## config.mk

```make
export PLATFORM = sky130hd
export DESIGN_NAME = miniFma
export DESIGN_NICKNAME = d
export VERILOG_FILES = /design/src/logic/fpOpPkg.sv /design/src/logic/fpFormatPkg.sv /design/src/logic/fmaStageIfs.sv /design/src/logic/miniFma.sv /design/src/logic/fmaRound.sv /design/src/logic/resultSign.sv /design/src/logic/fmaSum.sv /design/src/logic/fmaMul.sv
export SDC_FILE = /design/constraint.sdc
export NUM_CORES = 1
export LEC_CHECK = 0
export ABC_AREA = 1
export BUFFER_PORTS_ARGS = -buffer_cell sky130_fd_sc_hd__buf_2
export CORE_MARGIN = 2
export CORE_UTILIZATION = 55
export DETAILED_ROUTE_END_ITERATION = 8
export PLACE_DENSITY_LB_ADDON = 0.08
export SLEW_MARGIN = 20
export SYNTH_ARGS = -nofsm -noshare
export SYNTH_HDL_FRONTEND = slang
export SYNTH_HIERARCHICAL = 1
export SYNTH_SLANG_ARGS = --single-unit
```

## constraint.sdc

```tcl
create_clock -name clk -period 8.4 [get_ports clk]
set_input_delay 0.84 -clock clk [delete_from_list [all_inputs] [get_ports clk]]
set_output_delay 0.84 -clock clk [all_outputs]
set_load 0.05 [all_outputs]
```

## src/logic/fpOpPkg.sv

```systemverilog
// fma operation package
package fpOpPkg;

  ////////////////////////////////////////////////////////////
  // operation select
  ////////////////////////////////////////////////////////////
  // add runs as a*1.0+c and mul runs as a*b+0
  typedef enum logic [1:0] {
    opFma = 2'd0,
    opMul = 2'd1,
    opAdd = 2'd2
  } fmaOp_e;

  ////////////////////////////////////////////////////////////
  // rounding modes, RISC-V frm encoding
  ////////////////////////////////////////////////////////////
  typedef enum logic [2:0] {
    rne = 3'd0,
    rtz = 3'd1,
    rdn = 3'd2,
    rup = 3'd3,
    rmm = 3'd4
  } roundMode_e;

endpackage

```

## src/logic/fpFormatPkg.sv

```systemverilog
// minifloat format package
package fpFormatPkg;

  // 1 sign, 4 exponent and 3 fraction bits
  localparam int expW    = 4;
  localparam int fracW   = 3;
  localparam int expBias = 7;
  // all ones exponent field marks inf and NaN
  localparam int expMax  = (1 << expW) - 1;

  ////////////////////////////////////////////////////////////
  // aligned sum window
  ////////////////////////////////////////////////////////////
  localparam int alignW  = 20;
  // product lsb position, window bit binPt weighs 2^baseExp
  localparam int prodLsb = 3;
  localparam int binPt   = prodLsb + 2 * fracW;
  // msb of the addend before the right shift
  localparam int addTop  = 17;
  localparam int addOff  = addTop - binPt;
  // exponent of the window msb above baseExp
  localparam int leadOff = alignW - 1 - binPt;

  typedef logic [expW+fracW:0] mini_t;
  // signed so that under- and overflow stay visible
  typedef logic signed [5:0]   exp_t;
  typedef logic [fracW:0]      sig_t;
  typedef logic [2*fracW+1:0]  prod_t;
  typedef logic [alignW-1:0]   sum_t;
  typedef logic [4:0]          lzc_t;

  // fixed encodings
  localparam mini_t canonNaN  = 8'h7C;
  localparam mini_t posInf    = 8'h78;
  localparam mini_t maxFinite = 8'h77;
  localparam mini_t miniOne   = 8'h38;

endpackage
```

## src/logic/fmaStageIfs.sv

```systemverilog
// fma stage interfaces

// multiply stage to sum stage
interface mulSumIf;
  import fpFormatPkg::*;
  import fpOpPkg::*;

  logic       valid;
  logic       prodSign;
  logic       addSign;
  logic       effSub;
  prod_t      prodSig;
  sig_t       addSig;
  logic [4:0] alignShift;
  // addend shifted out completely, stands in as a sticky lsb
  logic       addKilled;
  exp_t       baseExp;
  fmaOp_e     op;
  roundMode_e rm;
  logic       anyNaN;
  logic       invalid;
  logic       zInf;
  logic       infIn;

  modport prod (output valid, prodSign, addSign, effSub, prodSig, addSig, alignShift,
                addKilled, baseExp, op, rm, anyNaN, invalid, zInf, infIn);
  modport sum  (input valid, prodSign, addSign, effSub, prodSig, addSig, alignShift,
                addKilled, baseExp, op, rm, anyNaN, invalid, zInf, infIn);
endinterface

// sum stage to round stage
interface sumRoundIf;
  import fpFormatPkg::*;
  import fpOpPkg::*;

  logic       valid;
  sum_t       sumMag;
  logic       sumSign;
  logic       sumZero;
  lzc_t       lzc;
  exp_t       baseExp;
  logic       prodSign;
  logic       addSign;
  fmaOp_e     op;
  roundMode_e rm;
  logic       anyNaN;
  logic       invalid;
  logic       zInf;
  logic       infIn;

  modport prod (output valid, sumMag, sumSign, sumZero, lzc, baseExp, prodSign, addSign,
                op, rm, anyNaN, invalid, zInf, infIn);
  modport sum  (input valid, sumMag, sumSign, sumZero, lzc, baseExp, prodSign, addSign,
                op, rm, anyNaN, invalid, zInf, infIn);
endinterface

```

## src/logic/miniFma.sv

```systemverilog
// minifloat fused multiply-add
module miniFma (
  input  logic                clk,
  input  logic                arstN,
  input  logic                inValid,
  input  fpFormatPkg::mini_t  a,
  input  fpFormatPkg::mini_t  b,
  input  fpFormatPkg::mini_t  c,
  input  fpOpPkg::fmaOp_e     op,
  input  fpOpPkg::roundMode_e rm,
  output logic                outValid,
  output fpFormatPkg::mini_t  result
);

  // three registered stages, one result per cycle, latency 3
  mulSumIf   mulSum ();
  sumRoundIf sumRound ();

  // unpack, multiply, align
  fmaMul u_fmaMul (
    .clk     (clk),
    .arstN   (arstN),
    .inValid (inValid),
    .a       (a),
    .b       (b),
    .c       (c),
    .op      (op),
    .rm      (rm),
    .mulSum  (mulSum)
  );

  // add and leading zero count
  fmaSum u_fmaSum (
    .clk      (clk),
    .arstN    (arstN),
    .mulSum   (mulSum),
    .sumRound (sumRound)
  );

  // normalize, round, sign, specials
  fmaRound u_fmaRound (
    .clk      (clk),
    .arstN    (arstN),
    .sumRound (sumRound),
    .outValid (outValid),
    .result   (result)
  );

endmodule

```

## src/logic/fmaRound.sv

```systemverilog
// fma normalize and round stage
module fmaRound (
  input  logic               clk,
  input  logic               arstN,
  sumRoundIf.sum             sumRound,
  output logic               outValid,
  output fpFormatPkg::mini_t result
);
  import fpFormatPkg::*;
  import fpOpPkg::*;

  sum_t              normSig;
  logic              lsb;
  logic              guardBit;
  logic              roundBit;
  logic              stickyBit;
  logic              inexact;
  logic              roundUp;
  logic              toMax;
  logic              mult;
  logic              rs;
  logic [fracW+1:0]  roundedSig;
  logic signed [7:0] baseWide;
  logic signed [7:0] normExp;
  logic signed [7:0] finalExp;
  mini_t             resultNext;

  ////////////////////////////////////////////////////////////
  // normalize
  ////////////////////////////////////////////////////////////
  // leading one lands on the window msb
  assign normSig   = sumRound.sumMag << sumRound.lzc;
  assign lsb       = normSig[alignW-fracW-1];
  assign guardBit  = normSig[alignW-fracW-2];
  assign roundBit  = normSig[alignW-fracW-3];
  assign stickyBit = |normSig[alignW-fracW-4:0];
  assign inexact   = guardBit | roundBit | stickyBit;

  // sign extend before the exponent math
  assign baseWide = sumRound.baseExp;
  assign normExp  = baseWide + 8'(leadOff) - 8'(sumRound.lzc);

  assign mult = sumRound.op == opMul;

  resultSign u_resultSign (
    .rm       (sumRound.rm),
    .fmaOp    (~mult),
    .mult     (mult),
    .zInf     (sumRound.zInf),
    .infIn    (sumRound.infIn),
    .sumZero  (sumRound.sumZero),
    .ms       (sumRound.sumSign),
    .prodSign (sumRound.prodSign),
    .addSign  (sumRound.addSign),
    .guard    (guardBit),
    .round    (roundBit),
    .sticky   (stickyBit),
    .rs       (rs)
  );

  ////////////////////////////////////////////////////////////
  // round by mode
  ////////////////////////////////////////////////////////////
  always_comb begin
    case (sumRound.rm)
      rne:     roundUp = guardBit & (roundBit | stickyBit | lsb);
      rtz:     roundUp = 1'b0;
      rdn:     roundUp = rs & inexact;
      rup:     roundUp = ~rs & inexact;
      rmm:     roundUp = guardBit;
      default: roundUp = 1'b0;
    endcase
  end

  // carry out of the significand bumps the exponent, fraction reads 000
  assign roundedSig = {1'b0, normSig[alignW-1 -: fracW+1]} + (fracW+2)'(roundUp);
  assign finalExp   = normExp + 8'(roundedSig[fracW+1]);

  // overflow saturates when rounding toward zero magnitude
  assign toMax = (sumRound.rm == rtz) || (sumRound.rm == rdn && !rs) ||
                 (sumRound.rm == rup && rs);

  always_comb begin
    if (sumRound.anyNaN || sumRound.invalid) begin
      resultNext = canonNaN;
    end else if (sumRound.infIn) begin
      resultNext = {rs, posInf[expW+fracW-1:0]};
    end else if (sumRound.sumZero) begin
      resultNext = {rs, {(expW+fracW){1'b0}}};
    end else if (finalExp >= expMax) begin
      resultNext = {rs, toMax ? maxFinite[expW+fracW-1:0] : posInf[expW+fracW-1:0]};
    end else if (finalExp < 1) begin
      // below 2^-6 after rounding, flush
      resultNext = {rs, {(expW+fracW){1'b0}}};
    end else begin
      resultNext = {rs, finalExp[expW-1:0], roundedSig[fracW-1:0]};
    end
  end

  always_ff @(posedge clk or negedge arstN) begin
    if (!arstN) begin
      outValid <= 1'b0;
    end else begin
      outValid <= sumRound.valid;
    end
  end

  always_ff @(posedge clk) begin
    if (sumRound.valid) begin
      result <= resultNext;
    end
  end

endmodule

```

## src/logic/resultSign.sv

```systemverilog
// fma result sign select
module resultSign (
  input  fpOpPkg::roundMode_e rm,
  input  logic                fmaOp,
  input  logic                mult,
  input  logic                zInf,
  input  logic                infIn,
  input  logic                sumZero,
  input  logic                ms,
  input  logic                prodSign,
  input  logic                addSign,
  input  logic                guard,
  input  logic                round,
  input  logic                sticky,
  output logic                rs
);
  import fpOpPkg::*;

  logic zeroSign;
  logic infSign;

  // exact cancellation of opposite signs is +0, -0 only when rounding down
  // a product or an inexact zero keeps the product sign
  assign zeroSign = ((prodSign ^ addSign) & ~(guard | round | sticky) & ~mult) ?
                    (rm == rdn) : prodSign;

  // infinite addend wins, else the infinite product
  assign infSign = zInf ? addSign : prodSign;

  always_comb begin
    if (infIn & fmaOp) begin
      rs = infSign;
    end else if (sumZero & fmaOp) begin
      rs = zeroSign;
    end else begin
      rs = ms;
    end
  end

endmodule

```

## src/logic/fmaSum.sv

```systemverilog
// fma add and leading zero stage
module fmaSum (
  input  logic    clk,
  input  logic    arstN,
  mulSumIf.sum    mulSum,
  sumRoundIf.prod sumRound
);
  import fpFormatPkg::*;

  sum_t prodAl;
  sum_t addAl;
  sum_t sumNext;
  logic msNext;

  // scan from the lsb so the highest set bit wins
  function automatic lzc_t countLz(sum_t x);
    lzc_t n;
    n = lzc_t'(alignW);
    for (int i = 0; i < alignW; i++) begin
      if (x[i]) begin
        n = lzc_t'(alignW - 1 - i);
      end
    end
    return n;
  endfunction

  ////////////////////////////////////////////////////////////
  // place operands in the window
  ////////////////////////////////////////////////////////////
  assign prodAl = sum_t'(mulSum.prodSig) << prodLsb;
  // addend msb starts at addTop, killed addend keeps only a sticky lsb
  assign addAl  = mulSum.addKilled ? sum_t'(1) :
                  (sum_t'(mulSum.addSig) << (addTop - fracW)) >> mulSum.alignShift;

  // magnitude add, larger magnitude sets Ms
  always_comb begin
    if (!mulSum.effSub) begin
      sumNext = prodAl + addAl;
      msNext  = mulSum.prodSign;
    end else if (addAl > prodAl) begin
      sumNext = addAl - prodAl;
      msNext  = mulSum.addSign;
    end else begin
      sumNext = prodAl - addAl;
      msNext  = mulSum.prodSign;
    end
  end

  ////////////////////////////////////////////////////////////
  // stage register
  ////////////////////////////////////////////////////////////
  always_ff @(posedge clk or negedge arstN) begin
    if (!arstN) begin
      sumRound.valid <= 1'b0;
    end else begin
      sumRound.valid <= mulSum.valid;
    end
  end

  always_ff @(posedge clk) begin
    if (mulSum.valid) begin
      sumRound.sumMag   <= sumNext;
      sumRound.sumSign  <= msNext;
      sumRound.sumZero  <= sumNext == '0;
      sumRound.lzc      <= countLz(sumNext);
      sumRound.baseExp  <= mulSum.baseExp;
      sumRound.prodSign <= mulSum.prodSign;
      sumRound.addSign  <= mulSum.addSign;
      sumRound.op       <= mulSum.op;
      sumRound.rm       <= mulSum.rm;
      sumRound.anyNaN   <= mulSum.anyNaN;
      sumRound.invalid  <= mulSum.invalid;
      sumRound.zInf     <= mulSum.zInf;
      sumRound.infIn    <= mulSum.infIn;
    end
  end

endmodule

```

## src/logic/fmaMul.sv

```systemverilog
// fma multiply and align stage
module fmaMul (
  input  logic                clk,
  input  logic                arstN,
  input  logic                inValid,
  input  fpFormatPkg::mini_t  a,
  input  fpFormatPkg::mini_t  b,
  input  fpFormatPkg::mini_t  c,
  input  fpOpPkg::fmaOp_e     op,
  input  fpOpPkg::roundMode_e rm,
  mulSumIf.prod               mulSum
);
  import fpFormatPkg::*;
  import fpOpPkg::*;

  mini_t             bEff;
  mini_t             cEff;
  logic              aZero, bZero, cZero;
  logic              aInf, bInf, cInf;
  logic              aNaN, bNaN, cNaN;
  logic              prodSign;
  logic              effSub;
  logic              prodZero;
  logic signed [6:0] pExp;
  logic signed [6:0] cBase;
  logic signed [6:0] rawShift;
  logic [4:0]        shiftNext;
  logic              killNext;
  exp_t              baseNext;

  function automatic logic [expW-1:0] expOf(mini_t x);
    return x[fracW +: expW];
  endfunction

  // hidden one added, a zero exponent field reads as zero
  function automatic sig_t sigOf(mini_t x);
    return (expOf(x) == '0) ? sig_t'(0) : {1'b1, x[fracW-1:0]};
  endfunction

  ////////////////////////////////////////////////////////////
  // operand unpack and classify
  ////////////////////////////////////////////////////////////
  // add and mul reuse the fma datapath
  assign bEff = (op == opAdd) ? miniOne : b;
  assign cEff = (op == opMul) ? '0 : c;

  assign aZero = expOf(a) == '0;
  assign bZero = expOf(bEff) == '0;
  assign cZero = expOf(cEff) == '0;
  assign aInf  = expOf(a) == expMax && a[fracW-1:0] == '0;
  assign bInf  = expOf(bEff) == expMax && bEff[fracW-1:0] == '0;
  assign cInf  = expOf(cEff) == expMax && cEff[fracW-1:0] == '0;
  assign aNaN  = expOf(a) == expMax && a[fracW-1:0] != '0;
  assign bNaN  = expOf(bEff) == expMax && bEff[fracW-1:0] != '0;
  assign cNaN  = expOf(cEff) == expMax && cEff[fracW-1:0] != '0;

  assign prodSign = a[expW+fracW] ^ bEff[expW+fracW];
  assign effSub   = prodSign ^ cEff[expW+fracW];
  assign prodZero = aZero | bZero;

  ////////////////////////////////////////////////////////////
  // exponent difference and align shift
  ////////////////////////////////////////////////////////////
  // biased product exponent and the scale set by the addend alone
  assign pExp     = $signed({3'b0, expOf(a)}) + $signed({3'b0, expOf(bEff)}) - 7'(expBias);
  assign cBase    = $signed({3'b0, expOf(cEff)}) - 7'(addOff);
  assign rawShift = pExp - cBase;

  always_comb begin
    shiftNext = '0;
    killNext  = 1'b0;
    baseNext  = exp_t'(pExp);
    if (!cZero) begin
      if (prodZero || rawShift < 0) begin
        // addend far above so the product only reaches sticky
        baseNext = exp_t'(cBase);
      end else if (rawShift > addTop - prodLsb) begin
        // whole addend below the product lsb
        killNext = 1'b1;
      end else begin
        shiftNext = rawShift[4:0];
      end
    end
  end

  ////////////////////////////////////////////////////////////
  // stage register
  ////////////////////////////////////////////////////////////
  always_ff @(posedge clk or negedge arstN) begin
    if (!arstN) begin
      mulSum.valid <= 1'b0;
    end else begin
      mulSum.valid <= inValid;
    end
  end

  always_ff @(posedge clk) begin
    if (inValid) begin
      mulSum.prodSign   <= prodSign;
      mulSum.addSign    <= cEff[expW+fracW];
      mulSum.effSub     <= effSub;
      mulSum.prodSig    <= prod_t'(sigOf(a)) * prod_t'(sigOf(bEff));
      mulSum.addSig     <= sigOf(cEff);
      mulSum.alignShift <= shiftNext;
      mulSum.addKilled  <= killNext;
      mulSum.baseExp    <= baseNext;
      mulSum.op         <= op;
      mulSum.rm         <= rm;
      mulSum.anyNaN     <= aNaN | bNaN | cNaN;
      // inf times zero, or inf minus inf
      mulSum.invalid    <= (aInf & bZero) | (aZero & bInf) | ((aInf | bInf) & cInf & effSub);
      mulSum.zInf       <= cInf;
      mulSum.infIn      <= aInf | bInf | cInf;
    end
  end

endmodule

```

==> impl_metrics.tcl, run 1 <==
set metrics [dict create \
    area_growth_pct 6.62 \
    synth_area_per_cell_um2 7.54 \
    drive_above_1_share 0.133 \
    final_cell_mix "301 x nand2_1, 163 x inv_1, 102 x nand3_1" \
    cts_root_buffer "clkbuf_16" \
    cts_setup_buffers 0 \
    layout_worst_path_cycle_share 0.720 \
    grt_overflow_total 0 \
    grt_pass1_vias 6703 \
    drt-total-wl_um 18500 \
    worstPathRequired_ns 8.51 \
    cts_tree "done" \
    maxCapViolations 0 \
    synth_cell_type_count 68 \
    hp-class "in2async" \
    outcome "finished, final reports clean" \
    vias_per_cell 5.33 \
    seq_area_frac_synth 0.322 \
    syn-num-nets 1230 \
    cts_buffers 9 \
    nets 1260 \
    rows 45 \
    cp_slowest_cell "edfxtp_1" \
    track_usage 0.238 \
    cp_slowest_stage_delay_ns 0.85 \
    start_util 0.559 \
    ctsResizeCount 0 \
    ys.flop_type "edfxtp_1" \
    rsz0062_at_grt "no" \
    die_width_um 128 \
    core_area_mm2 0.0151 \
    skew_ns 0.00936 \
    async_flop_share 0.0330 \
    final.setup.tns_ns 0 \
    clock-sinks 91 \
    finalCriticalPeriod_ns 6.05 \
    slew_headroom 0.364 \
    drt_iter0_drc 515 \
    gp_congestion 0.894 \
    multi_input_area_mm2 0.00487 \
    worst_slew_pin_slew_ns 0.954 \
    dp_hpwl_um 14800 \
    netlist_area_mm2 0.00844 \
    ant_nets 0 \
    worstSetupPathType "reg2reg" \
    power.density_mw_per_mm2 251 \
    grt_max_degree 46 \
    clock_path_buffers 2 \
    yosys_warnings 6 \
    routedWlPerCell_um 13.8 \
    dr_total_vias 7148 \
    num-fill-cells 1435 \
    ir_worst_vdd_v 0.000112 \
    clock_latency_ns 0.35 \
    crit_fanout 21 \
    drt_pass1_iterations 5 \
    crit_arrival_ns 6.15 \
    dpl_worst_slack_ns 2.43 \
    antenna_cells 0 \
    antenna_found_initial 0 \
    design.die.area_mm2 0.0163 \
    htreeDepth 3 \
    hold_violations 0 \
    clk_pin_slew_ns 0.07 \
    post-route-drc-count 0 \
    start_kind "register" \
    p_leak_nw 4.57 \
    seq_area_mm2 0.00272 \
    die_y_um 128 \
    setup_violations 0 \
    cpMostUsedCell "nand2_1" \
    syn_inst 1119 \
    ioPinCount 41 \
    io_buffers 40 \
    cp_num_buf_inv 7 \
    final_common_cell "nand2_1" \
    synth_seq_cells 91 \
    grt_pass1_wl_um 31100 \
    max_freq_ghz 0.165 \
    cp_top_family "simple AND/OR/NAND/NOR gates" \
    slew_viol_final 0 \
    synth_edf_count 88 \
    cts_hold_buf 0 \
    reg2reg_slack_ns 2.35 \
    crit_path_end_kind "register" \
    setup_slack_ns 2.35 \
]
==> worst paths after layout <==
| kind | cells after the start | to | startpoint |
|---|---|---|---|
| max in group asynchronous | 1 | u_fmaMul/mulSum.valid | arstN |
| min | 1 | u_fmaRound/outValid | arstN |
| max reg2reg | 46 | u_fmaRound/result[2] | u_fmaSum/sumRound.lzc[0] |
| min in group clk | 0 | u_fmaSum/sumRound.op[0] | u_fmaMul/mulSum.op[0] |
| min reg2reg | 0 | u_fmaSum/sumRound.op[0] | u_fmaMul/mulSum.op[0] |
| max | 46 | u_fmaRound/result[2] | u_fmaSum/sumRound.lzc[0] |
==> synthesized netlist by cell type, types with 4 or more instances <==
cell type	count	share of area
nand2_1	301	0.13
inv_1	163	0.073
nand3_1	102	0.061
edfxtp_1	88	0.31
nor2_1	84	0.037
ha_1	70	0.10
a21oi_1	41	0.024
o21ai_0	28	0.017
nand2_2	21	0.016
xor2_1	18	0.019
inv_2	15	0.0067
nand4_1	15	0.011
nor3_1	12	0.0071
o21ai_1	12	0.0071
fa_1	9	0.021
nand3_2	9	0.011
nand2_4	8	0.011
nor2_2	8	0.0059
o21ai_2	8	0.0083
buf_2	7	0.0042
buf_6	6	0.0080
xnor2_1	6	0.0062
a21o_1	4	0.0036
nor2_4	4	0.0053
o21a_1	4	0.0036
o31ai_1	4	0.0036
or2_1	4	0.0030
or2_2	4	0.0030
==> state kept, by name, indices dropped and copies added (netlist names), 2 cells and up <==
name and cells:
u_fmaMul/mulSum.baseExp 6, u_fmaSum/sumRound.lzc 5, u_fmaRound/result 8, u_fmaSum/sumRound.baseExp 6, u_fmaMul/mulSum.op 2, u_fmaSum/sumRound.rm 3
u_fmaMul/mulSum.rm 3, u_fmaMul/mulSum.prodSig 8, u_fmaMul/mulSum.addSig 4, u_fmaSum/sumRound.op 2, u_fmaSum/sumRound.sumMag 20, u_fmaMul/mulSum.alignShift 5
==> area by class of cell <==
class / instances / area share
inverters: 183 / 0.0768
flip-flops and latches: 91 / 0.302
clock buffers: 10 / 0.0255
clock inverters: 6 / 0.00529
well taps: 188 / 0.0262
multi-input cells: 824 / 0.542
repair buffers: 40 / 0.0223
==> power breakdown <==
| group | switching, mW | internal (mW) | leakage (nW) | total [mW] |
|---|---|---|---|---|
| logic | 0.774 | 0.410 | 3.55 | 1.18 |
| clock network | 0.178 | 0.204 | 0.139 | 0.382 |
| registers | 0.0875 | 0.601 | 0.885 | 0.688 |
==> per-layer routing <==
layer,track usage,wire length [µm],up-vias
met5,0,0,-
met4,0.0899,418,0
met3,0.0326,576,30
met2,0.406,8970,132
met1,0.307,8560,3276
li1,-,-,3710
==> stage by stage <==
stage | power (mW) | util | hold slack, ns | cell area, µm² | std cells
finish | 2.25 | 0.596 | 0.267 | 8990 | 1342
global route | 2.46 | 0.596 | 0.262 | 8990 | 1342
CTS | 2.26 | 0.596 | 0.262 | 8990 | 1342
detailed placement | 1.86 | 0.578 | 0.406 | 8720 | 1326
global placement | 1.85 | 0.578 | 0.401 | 8720 | 1326
floorplan | 1.64 | - | 0.400 | 8440 | 1119
==> kinds of logic after synthesis <==
| family | count (synthesis) | share of synthesized area |
|---|---|---|
| AOI/OAI and AO/OA | 126 | 0.0929 |
| xor gates and xnor gates | 26 | 0.0288 |
| adders and majority gates | 79 | 0.125 |
| buffers and inverters | 204 | 0.100 |
| DFF | 91 | 0.322 |
| muxes | 1 | 0.00133 |
| other | 1 | 0.000445 |
| and+or+nand+nor | 591 | 0.329 |
Note: power is estimated with default switching activity, not from simulation.
==> inputs of run 2 (changes only) <==
clock period = 5.97 ns   (was 8.4 ns; I/O delays follow)
==> impl_metrics.tcl, run 2 (synthesized netlist as in run 1, its figures left out) <==
set metrics [dict create \
    setup_violations 0 \
    worstSetupPathType "reg2reg" \
    layout_worst_path_cycle_share 0.890 \
    final.setup.tns_ns 0 \
    reg2reg_from "u_fmaSum/sumRound.lzc[0]" \
    dr_total_vias 7069 \
    multi_input_area_mm2 0.00487 \
    gp_congestion 0.916 \
    dpl_worst_slack_ns 0.488 \
    antenna_found_initial 0 \
    seq_area_mm2 0.00272 \
    grt_pass1_wl_um 30900 \
    ir_worst_vdd_v 0.000170 \
    total_power_mw 3.20 \
    slew_viol_final 0 \
    vias_per_cell 5.24 \
    top_regs "u_fmaSum/sumRound.sumMag x20, u_fmaMul/mulSum.prodSig x8, u_fmaRound/result x8" \
    cts_root_buffer "clkbuf_16" \
    largest_reg_flops 20 \
    cpMostUsedCell "nand2_1" \
    max_freq_ghz 0.188 \
    grt_overflow_total 0 \
    dp_hpwl_um 14800 \
    cp_slowest_stage_delay_ns 0.48 \
    track_usage 0.235 \
    hp-class "in2async" \
    fin_util 0.600 \
    cts_tree "done" \
    hold_violations 0 \
    ant_nets 0 \
    worstPathRequired_ns 6.07 \
    maxCapViolations 0 \
    grt_pass1_vias 6659 \
    design_area_mm2 0.00906 \
    slew_headroom 0.376 \
    cts_buffers 9 \
    crit_path_end_kind "register" \
    drive_above_1_share 0.140 \
    post-route-drc-count 0 \
    clock-sinks 91 \
    start_kind "register" \
    outcome "finished, final reports clean" \
    drt_iter0_drc 381 \
    ioPinCount 41 \
    clock_latency_ns 0.35 \
    power.density_mw_per_mm2 353 \
    final_common_cell "nand2_1" \
    worst_slew_pin_slew_ns 0.936 \
    finalCriticalPeriod_ns 5.31 \
    reg2reg_slack_ns 0.66 \
    cp_slowest_cell "edfxtp_1" \
    clock_path_buffers 2 \
    rows 45 \
    nets 1267 \
    drt-total-wl_um 18300 \
    drt_pass1_iterations 5 \
    antenna_cells 0 \
    die_width_um 128 \
    rr_worst_depth 44 \
    r2r_end "u_fmaRound/result[2]" \
    p_leak_nw 4.60 \
    design.die.area_mm2 0.0163 \
    area_growth_pct 7.42 \
    rsz0062_at_grt "no" \
    place_area_mm2 0.00873 \
    max_flop_register "u_fmaSum/sumRound.sumMag" \
    crit_fanout 16 \
    die_y_um 128 \
    io_buffers 40 \
    routedWlPerCell_um 13.6 \
    clk_pin_slew_ns 0.07 \
    grt_max_degree 46 \
    skew_ns 0.0113 \
    setup_slack_ns 0.658 \
    final_cell_mix "300 x nand2_1, 162 x inv_1, 102 x nand3_1" \
    cts_hold_buf 0 \
    crit_arrival_ns 5.41 \
    htreeDepth 3 \
    core_area_mm2 0.0151 \
    start_util 0.559 \
    cp-startpoint "u_fmaSum/sumRound.lzc[0]" \
    num-fill-cells 1482 \
]
==> run 2: layout make-up <==
cell class                      instances  area share
Clock buffer                           10      0.0253
Timing Repair Buffer                   46      0.0279
Tap cell                              188      0.0260
Clock inverter                          6     0.00525
Multi-Input combinational cell        824       0.538
Timing Repair inverter                  1    0.000552
Sequential cell                        91       0.300
Inverter                              183      0.0771
==> run 2: worst max path at each step <==
stage,cells past startpoint,slack [ns],to
final,44,0.66,u_fmaRound/result[2]
after global routing,46,0.02,u_fmaRound/result[2]
after global placement,43,0.63,u_fmaRound/result[2]
after CTS,43,0.49,u_fmaRound/result[2]
after detailed placement,43,0.49,u_fmaRound/result[2]
after floorplan,47,1.16,u_fmaRound/result[2]
==> run 2: critical path, delay by kind of cell (launching register included) <==
kind | cells | cell delay [ns]
DFF | 1 | 0.48
AOI/OAI and AO/OA | 3 | 0.21
adders and majority gates | 6 | 1.42
and+or+nand+nor | 27 | 2.24
buffers and inverters | 8 | 0.72
==> run 2: what timing repair did <==
| item | 4_1_cts | 5_1_grt |
|---|---|---|
| gates resized for setup | 0 | 7 |
| endpoints found under the setup margin | 0 | 6 |
| buffers inserted | 0 | 4 |
| endpoints found under the hold margin | 0 | 0 |
==> run 2: routing by layer <==
layer / up-vias / wire [µm] / global-route usage / part of all wire
met1: 3155 / 8620 / 0.314 / 0.47
met5: - / 0 / 0 / 0
li1: 3725 / - / - / -
met3: 35 / 628 / 0.0255 / 0.034
met2: 154 / 8590 / 0.397 / 0.47
met4: 0 / 496 / 0.0899 / 0.027
==> run 2: where the power goes <==
group	switching (mW)	internal (mW)
clock network	0.248	0.287
registers	0.0896	0.845
logic	1.13	0.599
==> run 2: stage by stage <==
stage	hold slack [ns]	instances
detailed placement	0.403	1328
CTS	0.0301	1344
global placement	0.401	1328
global route	0.0336	1349
finish	0.0355	1349
floorplan	0.301	1119
==> inputs of run 3 (changes only) <==
PLACE_DENSITY = 0.75   (was unset)
PLACE_DENSITY_LB_ADDON = unset   (was 0.08)
clock period = 4.5 ns   (was 5.97 ns; I/O delays follow)
==> impl_metrics.tcl, run 3 (synthesized netlist as in run 1, its figures left out) <==
set metrics [dict create \
    outcome "finished, violations left" \
    failed_checks "setup timing" \
    skew_ns 0.00837 \
    slew_headroom 0.387 \
    drt_pass1_iterations 6 \
    final_common_cell "nand2_1" \
    drive_above_1_share 0.242 \
    design.die.area_mm2 0.0163 \
    top_layer_used "met4" \
    min_to "u_fmaMul/mulSum.rm[2]" \
    worst_slew_pin_slew_ns 0.919 \
    holdWs_ns 0.273 \
    track_usage 0.259 \
    grt_overflow_total 0 \
    dp_cells 1370 \
    die_y_um 128 \
    rr_worst_depth 40 \
    worstSetupPathType "reg2reg" \
    reg2reg_from "u_fmaSum/sumRound.lzc[0]" \
    start_util 0.559 \
    gp_congestion 0.919 \
    cts_buffers 9 \
    stdcell_count 1430 \
    clk_pin_slew_ns 0.07 \
    grt_max_degree 46 \
    crit_path_end_kind "register" \
    crit_fanout 16 \
    area_growth_pct 19.7 \
    max_freq_ghz 0.171 \
    core_area_mm2 0.0151 \
    pwr-share-comb 0.617 \
    cp_slowest_cell "edfxtp_1" \
    die_width_um 128 \
    grt_pass1_vias 7600 \
    ant_nets 0 \
    io_buffers 40 \
    clock_latency_ns 0.35 \
    clock-sinks 91 \
    p_int_mw 2.80 \
    hold-path-cell-count 1 \
    maxCapViolations 0 \
    place_area_mm2 0.00908 \
    ioPinCount 41 \
    cts_tree "done" \
    final_cell_mix "276 x nand2_1, 157 x inv_1, 90 x nand3_1" \
    num-fill-cells 1194 \
    dpl_worst_slack_ns -0.687 \
    p_seq_frac 0.240 \
    antenna_found_initial 0 \
    grt_pass1_wl_um 34300 \
    min_from "rm[2]" \
    ir_worst_vdd_v 0.000253 \
    rows 45 \
    cp_slowest_stage_delay_ns 0.47 \
    slew_viol_final 0 \
    crit_arrival_ns 5.95 \
    power.density_mw_per_mm2 510 \
    routedWlPerCell_um 15.1 \
    multi_input_area_mm2 0.00516 \
    design_area_mm2 0.0101 \
    route.met2.wl_um 10700 \
    seq_area_mm2 0.00272 \
    drt-total-wl_um 21700 \
    p_leak_nw 5.11 \
    top_regs "u_fmaSum/sumRound.sumMag x20, u_fmaMul/mulSum.prodSig x8, u_fmaRound/result x8" \
    layout_worst_path_cycle_share 1.30 \
    setup_slack_ns -1.35 \
    dr_total_vias 8055 \
    htreeDepth 3 \
    reg2reg_slack_ns -1.35 \
    setup_violations 8 \
    antenna_cells 0 \
    vias_per_cell 5.63 \
    start_kind "register" \
    drt_iter0_drc 731 \
    sw_frac_of_total 0.456 \
    post-route-drc-count 0 \
    r2r_end "u_fmaRound/result[0]" \
    hp-class "in2reg" \
    cpMostUsedCell "nand2_1" \
    max_flop_register "u_fmaSum/sumRound.sumMag" \
    rsz0062_at_grt "yes" \
    worstPathRequired_ns 4.60 \
    cts_root_buffer "clkbuf_16" \
    clkPwrFrac 0.142 \
    finalCriticalPeriod_ns 5.85 \
    dp_hpwl_um 15100 \
    clock_path_buffers 2 \
    largest_reg_flops 20 \
    hold_violations 0 \
    p_sw_mw 2.35 \
    met3WireLength_um 1290 \
    nets 1348 \
    wl_met1_um 8690 \
]
## run 3: cell count changes in the layout (fill, tap and decap cells not counted), moves of 7 or more
| cell | previous run | this run |
|---|---|---|
| nand2_2 | 22 | 40 |
| nand3_2 | 9 | 20 |
| inv_2 | 13 | 20 |
| buf_4 | 5 | 63 |
| nand3_1 | 102 | 90 |
| buf_6 | 0 | 21 |
| nand2_1 | 300 | 276 |
## run 3: worst max-delay path by stage
stage	startpoint	endpoint	slack, ns	cells past startpoint
after global routing	u_fmaSum/sumRound.lzc[0]	u_fmaRound/result[1]	-1.57	43
after global placement	u_fmaSum/sumRound.lzc[0]	u_fmaRound/result[2]	-0.54	46
after detailed placement	u_fmaSum/sumRound.lzc[0]	u_fmaRound/result[2]	-0.69	46
after floorplan	u_fmaSum/sumRound.lzc[0]	u_fmaRound/result[2]	-0.20	47
after CTS	u_fmaSum/sumRound.lzc[0]	u_fmaRound/result[2]	-0.66	47
final	u_fmaSum/sumRound.lzc[0]	u_fmaRound/result[0]	-1.35	40
## run 3: area by class of cell
class                      instances  share of cell area
multi-input combinational        824               0.511
sequential                        91               0.269
timing repair buffer             128              0.0973
inverter                         183              0.0699
tap                              188              0.0233
clock buffer                       9              0.0223
clock inverter                     7             0.00669
## run 3: metrics by stage
| step | power [mW] | TNS (ns) | utilization |
|---|---|---|---|
| final | 5.15 | -9.36 | 0.669 |
| after global routing | 5.52 | -11.12 | 0.669 |
| after CTS | 4.76 | -4.28 | 0.651 |
| after detailed placement | 3.73 | -4.30 | 0.601 |
| after global placement | 3.68 | -3.51 | 0.601 |
| after floorplan | 3.07 | -1.16 | - |
## run 3: layer usage
| layer | track usage | vias up |
|---|---|---|
| met5 | 0 | - |
| met4 | 0.107 | 0 |
| met3 | 0.0492 | 104 |
| met2 | 0.458 | 383 |
| met1 | 0.309 | 3687 |
| li1 | - | 3881 |
## run 3: power groups by stage
stage               Combinational [mW]  Clock, mW  Sequential, mW
finish                            3.18      0.734            1.24
global route                      3.48      0.777            1.26
CTS                               2.78      0.745            1.23
detailed placement                2.48          0            1.25
global placement                  2.43          0            1.24
floorplan                         1.85          0            1.22
## run 3: critical path: cells and delay by family (launching register included)
| family | cells | cell delay, ns |
|---|---|---|
| AO/OA/AOI/OAI | 3 | 0.33 |
| buffers and inverters | 10 | 0.97 |
| XOR/XNOR | 1 | 0.18 |
| AND/OR/NAND/NOR | 20 | 2.11 |
| adder cells (fa/ha/maj) | 6 | 1.52 |
| flip-flops | 1 | 0.47 |
## run 3: timing repair
action / in CTS / in global routing
hold endpoints to repair: 3 / 0
endpoints found under the setup margin: 7 / 14
gates resized for setup: 38 / 62
pin swaps: 19 / 30
hold buffers: 1 / 0
gates cloned: 1 / 0
setup buffers: 37 / 16
